===== src/nice_pkg.sv =====
// Shared widths, instruction encodings, state enums and bus structs for the NICE coprocessor
`default_nettype none

package nice_pkg;

  ////////////////////////////////////////////////////////////
  // Widths
  ////////////////////////////////////////////////////////////
  localparam int XLEN = 32;

  typedef logic [XLEN-1:0] xlen_t;
  typedef logic [XLEN-1:0] addr_t;
  // Row buffer index, room for 4 entries
  typedef logic [1:0]      row_idx_t;

  // Byte step between consecutive words
  localparam addr_t WORD_BYTES = 32'd4;

  ////////////////////////////////////////////////////////////
  // Custom-3 R-type encodings
  ////////////////////////////////////////////////////////////
  localparam logic [6:0] OPC_CUSTOM3 = 7'b1111011;
  localparam logic [2:0] F3_BUF      = 3'b010;
  localparam logic [2:0] F3_ROWSUM   = 3'b110;
  localparam logic [6:0] F7_LBUF     = 7'b0000001;
  localparam logic [6:0] F7_SBUF     = 7'b0000010;
  localparam logic [6:0] F7_ROWSUM   = 7'b0000110;

  typedef enum logic [1:0] {OP_LBUF, OP_SBUF, OP_ROWSUM, OP_ILLEGAL} nice_op_e;

  typedef enum logic [2:0] {ST_IDLE, ST_LBUF, ST_SBUF, ST_ROWSUM, ST_RESP} nice_state_e;

  ////////////////////////////////////////////////////////////
  // Bus payloads
  ////////////////////////////////////////////////////////////
  // Memory command, one word per beat
  typedef struct packed {addr_t addr; logic read; xlen_t wdata;} icb_cmd_t;

  typedef struct packed {xlen_t rdata; logic err;} icb_rsp_t;

  // Result back to the CPU
  typedef struct packed {xlen_t rdat; logic err;} nice_rsp_t;

endpackage

`default_nettype wire

===== src/nice_core.sv =====
// Top level of the NICE coprocessor, connects decode, execute, row buffer and result blocks
`timescale 1ns/1ps
`default_nettype none

module nice_core
  import nice_pkg::*;
#(
  parameter int ROW_WORDS = 3
) (
  input  logic      nice_clk,
  input  logic      nice_rst_n,
  input  logic      nice_req_valid,
  output logic      nice_req_ready,
  input  xlen_t     nice_req_inst,
  input  addr_t     nice_req_rs1,
  output logic      nice_rsp_valid,
  input  logic      nice_rsp_ready,
  output nice_rsp_t nice_rsp,
  output logic      nice_icb_cmd_valid,
  input  logic      nice_icb_cmd_ready,
  output icb_cmd_t  nice_icb_cmd,
  input  logic      nice_icb_rsp_valid,
  input  icb_rsp_t  nice_icb_rsp,
  output logic      nice_active,
  output logic      nice_mem_holdup
);

  nice_op_e op;
  addr_t    cmd_addr;
  logic     cmd_read;
  row_idx_t row_rd_idx;
  xlen_t    row_rd_data;
  logic     row_ld;
  row_idx_t row_ld_idx;
  logic     row_acc;
  row_idx_t row_acc_idx;
  xlen_t    row_acc_data;
  logic     op_start;
  logic     sum_rsp;
  row_idx_t sum_rsp_idx;
  logic     sum_drained;
  logic     rsp_taken;

  assign rsp_taken = nice_rsp_valid & nice_rsp_ready;

  // Write data is only meaningful when read is low, i.e. for sbuf
  assign nice_icb_cmd = '{addr: cmd_addr, read: cmd_read, wdata: row_rd_data};

  ////////////////////////////////////////////////////////////
  // Instances
  ////////////////////////////////////////////////////////////
  nice_decode nice_decode_i (.inst(nice_req_inst), .op(op));

  nice_exec #(.ROW_WORDS(ROW_WORDS)) nice_exec_i (
    .nice_clk(nice_clk), .nice_rst_n(nice_rst_n),
    .req_valid(nice_req_valid), .req_ready(nice_req_ready), .op(op), .rs1(nice_req_rs1),
    .icb_cmd_valid(nice_icb_cmd_valid), .icb_cmd_ready(nice_icb_cmd_ready),
    .icb_cmd_addr(cmd_addr), .icb_cmd_read(cmd_read), .icb_rsp_valid(nice_icb_rsp_valid),
    .row_rd_idx(row_rd_idx), .row_ld(row_ld), .row_ld_idx(row_ld_idx),
    .op_start(op_start), .sum_rsp(sum_rsp), .sum_rsp_idx(sum_rsp_idx),
    .sum_drained(sum_drained), .rsp_valid(nice_rsp_valid), .rsp_ready(nice_rsp_ready),
    .active(nice_active), .mem_holdup(nice_mem_holdup)
  );

  nice_row_buf #(.ROW_WORDS(ROW_WORDS)) nice_row_buf_i (
    .nice_clk(nice_clk), .nice_rst_n(nice_rst_n),
    .ld(row_ld), .ld_idx(row_ld_idx), .ld_data(nice_icb_rsp.rdata),
    .acc(row_acc), .acc_idx(row_acc_idx), .acc_data(row_acc_data),
    .rd_idx(row_rd_idx), .rd_data(row_rd_data)
  );

  nice_result nice_result_i (
    .nice_clk(nice_clk), .nice_rst_n(nice_rst_n), .op_start(op_start),
    .icb_rsp_valid(nice_icb_rsp_valid), .icb_rsp(nice_icb_rsp),
    .sum_rsp(sum_rsp), .sum_rsp_idx(sum_rsp_idx), .rsp_taken(rsp_taken),
    .row_acc(row_acc), .row_acc_idx(row_acc_idx), .row_acc_data(row_acc_data),
    .sum_drained(sum_drained), .rsp(nice_rsp)
  );

endmodule

`default_nettype wire


===== src/nice_result.sv =====
// Result path: rowsum word stage, running sum, sticky memory error and the CPU response value
`timescale 1ns/1ps
`default_nettype none

module nice_result
  import nice_pkg::*;
(
  input  logic      nice_clk,
  input  logic      nice_rst_n,
  input  logic      op_start,
  input  logic      icb_rsp_valid,
  input  icb_rsp_t  icb_rsp,
  input  logic      sum_rsp,
  input  row_idx_t  sum_rsp_idx,
  input  logic      rsp_taken,
  output logic      row_acc,
  output row_idx_t  row_acc_idx,
  output xlen_t     row_acc_data,
  output logic      sum_drained,
  output nice_rsp_t rsp
);

  logic     stg_valid_q;
  row_idx_t stg_idx_q;
  xlen_t    stg_data_q;
  xlen_t    sum_q;
  // High from op_start while no memory error seen
  logic     ok_q;

  ////////////////////////////////////////////////////////////
  // Response-data stage, one word deep
  ////////////////////////////////////////////////////////////
  always_ff @(posedge nice_clk or negedge nice_rst_n)
  begin
    if (!nice_rst_n)
    begin
      stg_valid_q <= 1'b0;
    end
    else
    begin
      stg_valid_q <= sum_rsp;
    end
  end

  always_ff @(posedge nice_clk)
  begin
    if (sum_rsp)
    begin
      stg_idx_q  <= sum_rsp_idx;
      stg_data_q <= icb_rsp.rdata;
    end
  end

  // Stage always empties in one cycle, so only a new word keeps it busy
  assign sum_drained = ~sum_rsp;

  // Same staged word goes into the row buffer entry
  assign row_acc      = stg_valid_q;
  assign row_acc_idx  = stg_idx_q;
  assign row_acc_data = stg_data_q;

  ////////////////////////////////////////////////////////////
  // Running sum and sticky error
  ////////////////////////////////////////////////////////////
  always_ff @(posedge nice_clk or negedge nice_rst_n)
  begin
    if (!nice_rst_n)
    begin
      sum_q <= '0;
      ok_q  <= 1'b0;
    end
    else
    begin
      // Sum reads zero between operations
      if (rsp_taken)
      begin
        sum_q <= '0;
      end
      else if (stg_valid_q)
      begin
        sum_q <= (stg_idx_q == '0) ? stg_data_q : sum_q + stg_data_q;
      end
      if (op_start)
      begin
        ok_q <= 1'b1;
      end
      else if (rsp_taken || (icb_rsp_valid && icb_rsp.err))
      begin
        ok_q <= 1'b0;
      end
    end
  end

  // An illegal op never sets ok, so it reports err with zero data
  assign rsp.rdat = sum_q;
  assign rsp.err  = ~ok_q;

endmodule

`default_nettype wire


===== src/nice_row_buf.sv =====
// Row buffer storage, written by lbuf, accumulated by rowsum and read out for sbuf
`timescale 1ns/1ps
`default_nettype none

module nice_row_buf
  import nice_pkg::*;
#(
  parameter int ROW_WORDS = 3
) (
  input  logic     nice_clk,
  input  logic     nice_rst_n,
  input  logic     ld,
  input  row_idx_t ld_idx,
  input  xlen_t    ld_data,
  input  logic     acc,
  input  row_idx_t acc_idx,
  input  xlen_t    acc_data,
  input  row_idx_t rd_idx,
  output xlen_t    rd_data
);

  xlen_t row_q [ROW_WORDS];

  // Load wins over accumulate; the FSM never asks for both
  always_ff @(posedge nice_clk or negedge nice_rst_n)
  begin
    if (!nice_rst_n)
    begin
      for (int i = 0; i < ROW_WORDS; i++)
      begin
        row_q[i] <= '0;
      end
    end
    else if (ld)
    begin
      row_q[ld_idx] <= ld_data;
    end
    else if (acc)
    begin
      row_q[acc_idx] <= row_q[acc_idx] + acc_data;
    end
  end

  // Past the last entry the index points nowhere, read zero
  assign rd_data = (int'(rd_idx) < ROW_WORDS) ? row_q[rd_idx] : '0;

endmodule

`default_nettype wire


===== src/nice_exec.sv =====
// Control FSM for the coprocessor, issues memory commands and tracks responses per operation
`timescale 1ns/1ps
`default_nettype none

module nice_exec
  import nice_pkg::*;
#(
  parameter int ROW_WORDS = 3
) (
  input  logic     nice_clk,
  input  logic     nice_rst_n,
  input  logic     req_valid,
  output logic     req_ready,
  input  nice_op_e op,
  input  addr_t    rs1,
  output logic     icb_cmd_valid,
  input  logic     icb_cmd_ready,
  output addr_t    icb_cmd_addr,
  output logic     icb_cmd_read,
  input  logic     icb_rsp_valid,
  output row_idx_t row_rd_idx,
  output logic     row_ld,
  output row_idx_t row_ld_idx,
  output logic     op_start,
  output logic     sum_rsp,
  output row_idx_t sum_rsp_idx,
  input  logic     sum_drained,
  output logic     rsp_valid,
  input  logic     rsp_ready,
  output logic     active,
  output logic     mem_holdup
);

  // Counters run one past the last word, so they need a spare bit
  typedef logic [2:0] cnt_t;

  localparam cnt_t CNT_NUM  = cnt_t'(ROW_WORDS);
  localparam cnt_t CNT_LAST = cnt_t'(ROW_WORDS - 1);

  nice_state_e state_q;
  cnt_t        cmd_cnt_q;
  cnt_t        rsp_cnt_q;
  addr_t       addr_q;

  logic req_hs;
  logic cmd_hs;
  logic mem_state;
  logic rsp_in;
  logic rsp_last;
  logic rsp_all;

  ////////////////////////////////////////////////////////////
  // Handshakes and counter status
  ////////////////////////////////////////////////////////////
  assign req_hs    = req_valid & req_ready;
  assign cmd_hs    = icb_cmd_valid & icb_cmd_ready;
  assign mem_state = state_q inside {ST_LBUF, ST_SBUF, ST_ROWSUM};
  // Memory responses only arrive during a memory state
  assign rsp_in    = mem_state & icb_rsp_valid;
  assign rsp_last  = rsp_in & (rsp_cnt_q == CNT_LAST);
  assign rsp_all   = (rsp_cnt_q == CNT_NUM);

  ////////////////////////////////////////////////////////////
  // FSM
  ////////////////////////////////////////////////////////////
  always_ff @(posedge nice_clk or negedge nice_rst_n)
  begin
    if (!nice_rst_n)
    begin
      state_q <= ST_IDLE;
    end
    else
    begin
      case (state_q)
        ST_IDLE:
        begin
          if (req_hs)
          begin
            case (op)
              OP_LBUF:   state_q <= ST_LBUF;
              OP_SBUF:   state_q <= ST_SBUF;
              OP_ROWSUM: state_q <= ST_ROWSUM;
              // Illegal goes straight to the response
              default:   state_q <= ST_RESP;
            endcase
          end
        end
        ST_LBUF, ST_SBUF:
        begin
          if (rsp_last)
          begin
            state_q <= ST_RESP;
          end
        end
        // Wait until the last word has passed the result stage
        ST_ROWSUM:
        begin
          if (rsp_all && sum_drained)
          begin
            state_q <= ST_RESP;
          end
        end
        ST_RESP:
        begin
          if (rsp_ready)
          begin
            state_q <= ST_IDLE;
          end
        end
        default: state_q <= ST_IDLE;
      endcase
    end
  end

  ////////////////////////////////////////////////////////////
  // Command and response counters, address generation
  ////////////////////////////////////////////////////////////
  always_ff @(posedge nice_clk or negedge nice_rst_n)
  begin
    if (!nice_rst_n)
    begin
      cmd_cnt_q <= '0;
      rsp_cnt_q <= '0;
      addr_q    <= '0;
    end
    else if (req_hs)
    begin
      cmd_cnt_q <= '0;
      rsp_cnt_q <= '0;
      addr_q    <= rs1;
    end
    else
    begin
      if (cmd_hs)
      begin
        cmd_cnt_q <= cmd_cnt_q + cnt_t'(1);
        addr_q    <= addr_q + WORD_BYTES;
      end
      if (rsp_in && !rsp_all)
      begin
        rsp_cnt_q <= rsp_cnt_q + cnt_t'(1);
      end
    end
  end

  // Commands go out back to back until every word is issued
  assign icb_cmd_valid = mem_state & (cmd_cnt_q < CNT_NUM);
  assign icb_cmd_addr  = addr_q;
  assign icb_cmd_read  = (state_q != ST_SBUF);

  // Store data follows the command count, loads follow the response count
  assign row_rd_idx  = row_idx_t'(cmd_cnt_q);
  assign row_ld      = (state_q == ST_LBUF) & icb_rsp_valid;
  assign row_ld_idx  = row_idx_t'(rsp_cnt_q);
  assign sum_rsp     = (state_q == ST_ROWSUM) & icb_rsp_valid;
  assign sum_rsp_idx = row_idx_t'(rsp_cnt_q);

  // Only memory operations arm the result error tracking
  assign op_start = req_hs & (op != OP_ILLEGAL);

  // Status towards the CPU
  assign req_ready  = (state_q == ST_IDLE);
  assign rsp_valid  = (state_q == ST_RESP);
  assign active     = (state_q != ST_IDLE) | req_valid;
  assign mem_holdup = mem_state;

endmodule

`default_nettype wire


===== src/nice_decode.sv =====
// Instruction decoder, maps a custom-3 request instruction onto the coprocessor operation
`timescale 1ns/1ps
`default_nettype none

module nice_decode
  import nice_pkg::*;
(
  input  xlen_t    inst,
  output nice_op_e op
);

  // R-type fields
  logic [6:0] opcode;
  logic [2:0] func3;
  logic [6:0] func7;

  assign opcode = inst[6:0];
  assign func3  = inst[14:12];
  assign func7  = inst[31:25];

  // Anything outside the three encodings is illegal
  always_comb
  begin
    op = OP_ILLEGAL;
    if (opcode == OPC_CUSTOM3)
    begin
      if (func3 == F3_BUF && func7 == F7_LBUF)
      begin
        op = OP_LBUF;
      end
      else if (func3 == F3_BUF && func7 == F7_SBUF)
      begin
        op = OP_SBUF;
      end
      else if (func3 == F3_ROWSUM && func7 == F7_ROWSUM)
      begin
        op = OP_ROWSUM;
      end
    end
  end

endmodule

`default_nettype wire


===== config.mk =====
export PLATFORM = sky130hd
export DESIGN_NAME = nice_core
export DESIGN_NICKNAME = d
export VERILOG_FILES = /design/src/nice_pkg.sv /design/src/nice_core.sv /design/src/nice_result.sv /design/src/nice_row_buf.sv /design/src/nice_exec.sv /design/src/nice_decode.sv
export SDC_FILE = /design/constraint.sdc
export NUM_CORES = 1
export LEC_CHECK = 0
export ABC_CLOCK_PERIOD_IN_PS = 3600
export BUFFER_PORTS_ARGS = -buffer_cell sky130_fd_sc_hd__buf_4
export CELL_PAD_IN_SITES_DETAIL_PLACEMENT = 0
export CELL_PAD_IN_SITES_GLOBAL_PLACEMENT = 2
export CORE_MARGIN = 4
export CORE_UTILIZATION = 32
export CTS_CLUSTER_SIZE = 25
export DETAILED_ROUTE_END_ITERATION = 6
export PLACE_DENSITY = 0.88
export SYNTH_ARGS = -nofsm -noshare
export SYNTH_HDL_FRONTEND = slang
export SYNTH_SLANG_ARGS = --single-unit

===== constraint.sdc =====
create_clock -name nice_clk -period 3.6 [get_ports nice_clk]
set_clock_uncertainty 0.05 [all_clocks]
set_input_delay 0.72 -clock nice_clk [delete_from_list [all_inputs] [get_ports nice_clk]]
set_output_delay 0.72 -clock nice_clk [all_outputs]
set_load 0.01 [all_outputs]

==> flow_summary.ini, run 1 <==
[timing]
setup_viol = 0
post-route-period-util_pct = 99.1
fin_crit_ps = 3570
fmaxAchievable_mhz = 280
slew_headroom_pct = 27.4
hold_viol = 0
rsz0062_at_grt = yes
drv_slew = 0
worstMarginPinSlew_ps = 1090
setup_tns_ps = 0
holdWs_ps = 133

[synthesis]
synthArstFlopShare_pct = 83.4
synth.top_cell.area_share_pct = 31.4
ys_warn_count = 0
yosys_register_bits = 205
synthTopCellsByArea = dfrtp_1, edfxtp_1, o21ai_0
synth.net_count = 1731
netlist_area_sq_um = 13600
yosysUniqueCellTypes = 81
syn_area_per_cell_sq_um = 8.75
synth_edf_count = 34
synth_top_area_cell = dfrtp_1
synth-seq-area-share_pct = 38.9
synthFlopType = dfrtp_1
syn_inst = 1556

[global_route]
grt_pass1_vias = 13068
met3_usage_pct = 4.25
grt_max_degree = 72
track_usage_pct = 19.6
use_met1_pct = 26.0
antenna_found_initial = 1
grt_overflow = 0
grt_pass1_wl_mm = 73.5
gr-max-usage-layer = met2
grtUsageMet2_pct = 32.7

[status]
outcome = completed

[critical_path]
crit_path_end_kind = flip-flop
critPathLaunchType = flip-flop
crit_fanout = 6
crit_type = flip-flop to flip-flop
crit_arrival_ps = 4000
critPathRequiredTime_ps = 4040

[detailed_routing]
drt_iter0_markers = 845
antenna_left = 0
routed_wl_mm = 47.1
vias = 12915
post-route-drc-count = 0
via_per_inst = 5.52
wire_per_inst_microns = 20.2
dr.pass1.iters = 5

[placement]
place_congestion = 0.900
place_inst = 2273
io_buffers = 190
hpwlAfterDp_mm = 33.6
placed_area_sq_um = 16100

[run]
max-cap-violations = 0

[floorplanning]
dieArea_sq_um = 45900
rows = 75
die_x_microns = 214
boundaryPins = 206
start_util_pct = 32.4
fp.dieH_microns = 214
core_sq_um = 42000

[clock_network]
htreeDepth = 1
cts_buffers = 28
clock_latency_ps = 560
clk_pin_slew_ps = 60
cts_tree = built
clockBufferDepth = 3
cts.sinks = 205
cts-root-buf = clkbuf_16

[hold_path]
min_path_type = input pin to asynchronous set/reset pin

[final_layout]
stdcell_area_sq_um = 17300
layoutNonFillerInstCount = 2338
final_cell_mix = buf_4, o21ai_0, dfrtp_1, nand2_1, nor2_1
final_nets = 1951
final_common_cell = buf_4
drive_above_1_share_pct = 21.6
synthToLayoutAreaGrowth_pct = 26.9

[pwr]
max-vdd-ir-drop_uv = 328
p_per_area_nw_per_um2 = 337
power.leakage_nw = 7.82
## registers in the layout, summed over array words and instances (netlist names)
register / cells
nice_exec_i.state_q: 3
nice_result_i.row_acc: 1
nice_result_i.row_acc_idx: 2
nice_exec_i.icb_cmd_addr: 32
nice_exec_i.cmd_cnt_q: 3
nice_result_i.ok_q: 1
nice_exec_i.rsp_cnt_q: 3
nice_result_i.sum_q: 32
nice_result_i.row_acc_data: 32
nice_row_buf_i.row_q: 96
## cell type report
type | instances | area, sq um
well taps | 539 | 674
inverters | 26 | 97.6
clock buffers | 39 | 793
flip-flops and latches | 205 | 5300
multi-input cells | 1222 | 8010
repair buffers | 293 | 2270
fillers | 4253 | 24800
diodes | 1 | 2.50
clock inverters | 13 | 121
## power breakdown
part           internal, mW  switching (mW)  total [mW]
clock                  1.67            1.11        2.78
sequential             2.44           0.100        2.54
combinational         0.246           0.258       0.504
## what timing repair did
item | 4_1_cts | 5_1_grt
gates cloned | 0 | 1
pin swaps | 1 | 18
endpoints found under the setup margin | 2 | 45
hold buffers | 0 | 0
setup buffers | 0 | 11
gates resized for setup | 1 | 58
endpoints found under the hold margin | 0 | 0
## path summary, 6_finish.rpt
check                           cells after the start                          end  slack (ps)                         start
max in group asynchronous                           2     nice_exec_i.cmd_cnt_q[1]        2520                    nice_rst_n
worst min-delay path                                1       nice_result_i.sum_q[5]         130                    nice_rst_n
worst max-delay path                               14     nice_row_buf_i.row_q[62]          30  nice_result_i.row_acc_idx[0]
worst min register to register                      2  nice_exec_i.icb_cmd_addr[0]         440   nice_exec_i.icb_cmd_addr[0]
worst max register to register                     14     nice_row_buf_i.row_q[62]          30  nice_result_i.row_acc_idx[0]
min in group nice_clk                               3  nice_exec_i.icb_cmd_addr[0]         310               nice_req_rs1[0]
## stage by stage
stage	power, mW	utilization, %	worst slack (ps)
4_1_cts	5.90	40.4	0.864
3_5_place_dp	3.09	38.2	20.7
6_report	5.82	41.1	34.0
3_3_place_gp	3.09	38.2	28.3
2_1_floorplan	2.75	-	0.0275
5_1_grt	6.04	41.1	-139
## per-layer routing
metal | vias up | wire (microns)
met5 | - | 0
met1 | 6299 | 21000
li1 | 6117 | -
met3 | 85 | 2870
met4 | 0 | 1040
met2 | 414 | 22200
## cell families after synthesis
kind of cell | count (synthesis) | synth area share [%]
compound gates | 540 | 24.9
flops | 205 | 38.9
buf+inv | 129 | 3.63
mux | 71 | 5.27
simple gates | 457 | 15.2
fa+ha+maj | 72 | 6.73
xor+xnor | 82 | 5.28
## critical path, stage by stage (launching register included)
cell and delay [ps]:
edfxtp_1 510, buf_4 180, buf_6 160, buf_6 160
mux2i_1 210, o21ai_0 110, ha_1 230, a21o_1 200
a21o_1 180, a21o_1 230, a2111oi_4 380, nor3_2 100
o311a_4 390, mux2_4 310, o21ai_1 120
## synthesized netlist by cell type (12+ instances only)
| library cell | instances |
|---|---|
| xnor2_1 | 39 |
| ha_1 | 70 |
| mux2i_1 | 69 |
| nor2_1 | 152 |
| a22oi_1 | 75 |
| nand2b_1 | 16 |
| nand2_1 | 164 |
| clkbuf_1 | 91 |
| nand3_1 | 32 |
| and3_1 | 13 |
| a21o_1 | 33 |
| xor2_1 | 43 |
| a21oi_1 | 111 |
| a31oi_1 | 15 |
| dfrtp_1 | 171 |
| nand4_1 | 12 |
| o21ai_0 | 196 |
| inv_1 | 26 |
| edfxtp_1 | 34 |
| nor3_1 | 17 |
Power figures use the tool's default switching activity.
==> run 2: changes to the inputs <==
--- a/config.mk
+++ b/config.mk
@@ -13,7 +13,7 @@
 export CORE_UTILIZATION = 32
 export CTS_CLUSTER_SIZE = 25
 export DETAILED_ROUTE_END_ITERATION = 6
-export PLACE_DENSITY = 0.88
+export PLACE_DENSITY = 0.81
 export SYNTH_ARGS = -nofsm -noshare
 export SYNTH_HDL_FRONTEND = slang
 export SYNTH_SLANG_ARGS = --single-unit
==> flow_summary.ini, run 2 (same netlist as run 1, synthesis figures left out) <==
[detailed_routing]
antenna_left = 0
vias = 12883
dr.pass1.iters = 5
via_per_inst = 5.46
routed_wl_mm = 48.2
wire_per_inst_microns = 20.4
post-route-drc-count = 0
drt_iter0_markers = 922

[placement]
io_buffers = 190
place_congestion = 0.852
post-place-ws_ps = -6.84
hpwlAfterDp_mm = 34.1
placed_area_sq_um = 16300

[final_layout]
stdcell_area_sq_um = 17400
final_common_cell = buf_4
final_nets = 1976
drive_above_1_share_pct = 22.6
largest_register_ffs = 96
n_antenna_cell = 0
final_core_util_pct = 41.5
final_cell_mix = buf_4, o21ai_0, dfrtp_1, nand2_1, nor2_1
top_register = nice_row_buf_i.row_q
synthToLayoutAreaGrowth_pct = 28.1
fill_cells = 4221

[floorplanning]
fp.dieH_microns = 214
boundaryPins = 206
start_util_pct = 32.4
die_x_microns = 214
dieArea_sq_um = 45900
rows = 75
core_sq_um = 42000

[critical_path]
crit_path_end_kind = flip-flop
cp-startpoint = nice_result_i.row_acc_idx[0]
critPathLaunchType = flip-flop
rr_worst_depth = 13
crit_arrival_ps = 3900
critPathMaxStageDelay_ps = 480
cp_cell_sequence = buf_6 -> buf_12 -> mux2i_2 -> o21ai_1 -> ha_1 -> a21o_1 -> a21o_1 -> a21o_1 -> a2111oi_4 -> nor3_2 -> o311a_4 -> mux2_4 -> o21ai_2
endpoint = nice_row_buf_i.row_q[62]
worstReg2RegStart = nice_result_i.row_acc_idx[0]
crit_slowest_cell = edfxtp_1
r2r-end = nice_row_buf_i.row_q[62]
crit_fanout = 9
r2r_slack_ps = 130
crit_top_cell = a21o_1
crit_type = flip-flop to flip-flop
critPathRequiredTime_ps = 4030

[timing]
post-route-period-util_pct = 96.3
rsz0062_at_grt = yes
setup_viol = 0
drv_slew = 0
layout_setup_ws_ps = 135
fmaxAchievable_mhz = 289
worstMarginPinSlew_ps = 1150
fin_crit_ps = 3470
slew_headroom_pct = 23.3
setup_tns_ps = 0
hold_viol = 0

[clock_network]
clk_pin_slew_ps = 60
clock_latency_ps = 560
clockBufferDepth = 3
cts_buffers = 27
holdBufCountCts = 0
cts.sinks = 205
htreeDepth = 1
cts_tree = built
cts-root-buf = clkbuf_16

[global_route]
grt_pass1_vias = 12839
antenna_found_initial = 0
grt_pass1_wl_mm = 74.6
grt_max_degree = 67
track_usage_pct = 20.2
grt_overflow = 0

[pwr]
p_int_mw = 4.34
max-vdd-ir-drop_uv = 312
power_mw = 5.80
switching_share_pct = 25.2
clock_power_share_pct = 47.5
combPwrFrac_pct = 8.8
p_per_area_nw_per_um2 = 333
switching_power_mw = 1.46
pwr-share-seq_pct = 43.8
power.leakage_nw = 7.93

[status]
outcome = completed

[hold_path]
min_path_type = input pin to asynchronous set/reset pin

[run]
max-cap-violations = 0
[run 2: changes by cell type in the layout (fill, tap and decap cells not counted), sizes merged, moves of 2 or more]
cell      previous run  this run
clkinvlp             4         1
clkinv               7         5
buf                293       319
inv                 26        28
[run 2: area by class of cell]
class	count	area, sq um	area share [%]
multi-input cells	1222	7980	45.8
flip-flops and latches	205	5300	30.4
repair buffers	319	2490	14.3
clock buffers	38	747	4.29
well taps	539	674	3.87
clock inverters	11	139	0.797
inverters	26	97.6	0.560
[run 2: critical path: cells and delay by family (launching register included)]
family | cells | cell delay, ps
compound gates | 7 | 1550
mux | 2 | 510
flops | 1 | 480
buf+inv | 2 | 360
fa+ha+maj | 1 | 320
simple gates | 1 | 110
[run 2: worst min path at each step]
stage	from	end	slack [ps]	cells after the start
final	nice_rst_n	nice_exec_i.icb_cmd_addr[19]	140	1
after global routing	nice_rst_n	nice_exec_i.icb_cmd_addr[19]	180	1
after CTS	nice_rst_n	nice_exec_i.icb_cmd_addr[15]	150	1
after detailed placement	nice_exec_i.icb_cmd_addr[1]	nice_exec_i.icb_cmd_addr[1]	410	2
after global placement	nice_exec_i.icb_cmd_addr[1]	nice_exec_i.icb_cmd_addr[1]	420	2
after floorplan	nice_rst_n	nice_exec_i.cmd_cnt_q[0]	370	0
[run 2: through the flow]
step                      hold slack (ps)  std cells
after floorplan                       374       1556
after global placement                416       2306
after detailed placement              413       2306
after CTS                             147       2355
after global routing                  181       2360
final                                 138       2360
[run 2: power by group through the flow]
stage                     registers (mW)  logic [mW]  clock network (mW)
final                               2.54       0.508                2.75
after floorplan                     2.59       0.154                   0
after detailed placement            2.58       0.518                   0
after CTS                           2.54       0.519                2.82
after global placement              2.58       0.512                   0
after global routing                2.55       0.561                2.91
[run 2: what timing repair did]
action / 4_1_cts / 5_1_grt
buffers inserted: 0 / 5
resized for setup: 2 / 39
setup endpoints to repair: 12 / 38
gates cloned: 0 / 0
pin swaps: 1 / 21
[run 2: layer usage]
metal  GRT usage [%]  part of all wire, %  up-vias
met5               0                    0        -
met4            4.91                  2.2        0
met3            3.44                  5.5       73
met2            32.9                   46      384
met1            28.0                   46     6235
li1                -                    -     6191
==> run 3: changes to the inputs <==
--- a/config.mk
+++ b/config.mk
@@ -14,6 +14,7 @@
 export CTS_CLUSTER_SIZE = 25
 export DETAILED_ROUTE_END_ITERATION = 6
 export PLACE_DENSITY = 0.81
+export SETUP_SLACK_MARGIN = 0.4
 export SYNTH_ARGS = -nofsm -noshare
 export SYNTH_HDL_FRONTEND = slang
 export SYNTH_SLANG_ARGS = --single-unit
==> flow_summary.ini, run 3 (same netlist as run 1, synthesis figures left out) <==
[final_layout]
n_antenna_cell = 0
synthToLayoutAreaGrowth_pct = 33.5
final_nets = 1984
top_register = nice_row_buf_i.row_q
final_cell_mix = buf_4, dfrtp_1, nand2_1, nor2_1, o21ai_0
final_common_cell = buf_4
fill_cells = 4155
largest_register_ffs = 96
drive_above_1_share_pct = 26.3

[floorplanning]
start_util_pct = 32.4
fp.dieH_microns = 214
rows = 75
core_sq_um = 42000
die_x_microns = 214
boundaryPins = 206
dieArea_sq_um = 45900

[timing]
layout_setup_ws_ps = 136
fin_crit_ps = 3460
setup_viol = 0
fmaxAchievable_mhz = 289
rsz0062_at_grt = yes
slew_headroom_pct = 24.8
post-route-period-util_pct = 96.2
hold_viol = 0
drv_slew = 0
worstMarginPinSlew_ps = 1120

[global_route]
grt_pass1_vias = 13196
track_usage_pct = 20.4
grt_overflow = 0
grt_pass1_wl_mm = 75.5
grt_max_degree = 67
antenna_found_initial = 1

[critical_path]
critPathRequiredTime_ps = 4030
crit_type = flip-flop to flip-flop
rr_worst_depth = 17
cp-startpoint = nice_result_i.row_acc_idx[0]
crit_path_end_kind = flip-flop
crit_fanout = 4
r2r-end = nice_row_buf_i.row_q[62]
worstReg2RegStart = nice_result_i.row_acc_idx[0]
crit_arrival_ps = 3900
endpoint = nice_row_buf_i.row_q[62]
critPathLaunchType = flip-flop
r2r_slack_ps = 140

[clock_network]
cts.sinks = 205
clk_pin_slew_ps = 70
cts-root-buf = clkbuf_16
clock_latency_ps = 570
cts_buffers = 27
cts_tree = built
clockBufferDepth = 3
htreeDepth = 1
holdBufCountCts = 0

[pwr]
clock_power_share_pct = 52.1
p_int_mw = 4.87
switching_power_mw = 1.49
pwr-share-seq_pct = 39.9
power_mw = 6.36
switching_share_pct = 23.4
max-vdd-ir-drop_uv = 257
power.leakage_nw = 8.19
p_per_area_nw_per_um2 = 350
combPwrFrac_pct = 7.9

[detailed_routing]
via_per_inst = 5.49
drt_iter0_markers = 977
post-route-drc-count = 0
vias = 13012
wire_per_inst_microns = 20.7
antenna_left = 0
dr.pass1.iters = 5
routed_wl_mm = 49.0

[placement]
hpwlAfterDp_mm = 33.6
place_congestion = 0.862
post-place-ws_ps = -15.8
io_buffers = 190

[hold_path]
min_path_type = input pin to asynchronous set/reset pin

[status]
outcome = completed

[run]
max-cap-violations = 0
==> run 3: cell count changes in the layout (fill, tap and decap cells not counted), moves of 5 or more <==
cell / delta
o21ai_2: +11
xnor2_4: +5
xnor2_1: -7
clkbuf_1: -6
a21oi_1: -14
a21oi_2: +13
buf_6: +8
o21ai_0: -47
o21ai_1: +35
bufinv_16: +7
==> run 3: layout make-up <==
class / instances / area [sq um] / area share (%)
well taps: 539 / 674 / 3.71
inverters: 26 / 97.6 / 0.537
clock inverters: 16 / 340 / 1.87
clock buffers: 33 / 749 / 4.12
flip-flops and latches: 205 / 5300 / 29.2
repair buffers: 327 / 2610 / 14.4
multi-input cells: 1222 / 8400 / 46.2
==> run 3: metrics by stage <==
| step | std cells | utilization (%) | hold WS (ps) | cell area [sq um] | setup TNS, ps |
|---|---|---|---|---|---|
| floorplan | 1556 | - | 374 | 13600 | 0 |
| global placement | 2274 | 38.3 | 414 | 16100 | -26.7 |
| detailed placement | 2274 | 38.3 | 422 | 16100 | -15.8 |
| CTS | 2343 | 42.0 | 86.4 | 17600 | 0 |
| global route | 2368 | 43.2 | 104 | 18200 | -42.8 |
| finish | 2368 | 43.2 | 76.0 | 18200 | 0 |
==> run 3: worst min path at each step <==
stage / end / slack (ps) / cells after the start
final: nice_exec_i.icb_cmd_addr[16] / 80 / 1
after global routing: nice_exec_i.icb_cmd_addr[16] / 100 / 1
after CTS: nice_exec_i.icb_cmd_addr[17] / 90 / 1
after detailed placement: nice_exec_i.icb_cmd_addr[0] / 420 / 2
after global placement: nice_exec_i.icb_cmd_addr[0] / 410 / 2
after floorplan: nice_exec_i.cmd_cnt_q[0] / 370 / 0
==> run 3: worst max-delay path, stage by stage (launching register included) <==
cell      delay (ps)
edfxtp_1         410
buf_4            160
nor2b_4          130
buf_6            130
nand2_1           50
o21ai_1           80
ha_2             220
inv_2             50
fa_2             410
nor2b_4          130
o31a_1           200
o31ai_4           90
a21boi_2         270
a41oi_4          210
nor2_2           140
o311a_4          230
mux2_4           310
o21ai_2          100
==> run 3: power by group through the flow <==
| stage | logic, mW | registers, mW | clock network (mW) |
|---|---|---|---|
| 2_1_floorplan | 0.154 | 2.59 | 0 |
| 3_3_place_gp | 0.508 | 2.58 | 0 |
| 3_5_place_dp | 0.515 | 2.58 | 0 |
| 4_1_cts | 0.517 | 2.54 | 3.39 |
| 5_1_grt | 0.558 | 2.55 | 3.48 |
| 6_report | 0.506 | 2.54 | 3.32 |
==> run 3: timing repair <==
action | CTS | global route
gates resized for setup | 74 | 99
pin swaps | 30 | 34
gates cloned | 0 | 0
endpoints found under the hold margin | 0 | 0
buffers inserted | 20 | 25
setup endpoints to repair | 87 | 70
==> run 3: layer usage <==
layer  wire (microns)  up-vias  global-route usage, %
met5                7        -                      0
met2            23100      374                   33.7
met3             3020       80                   3.83
met1            21800     6354                   27.6
li1                 -     6202                      -
met4             1100        2                   5.17
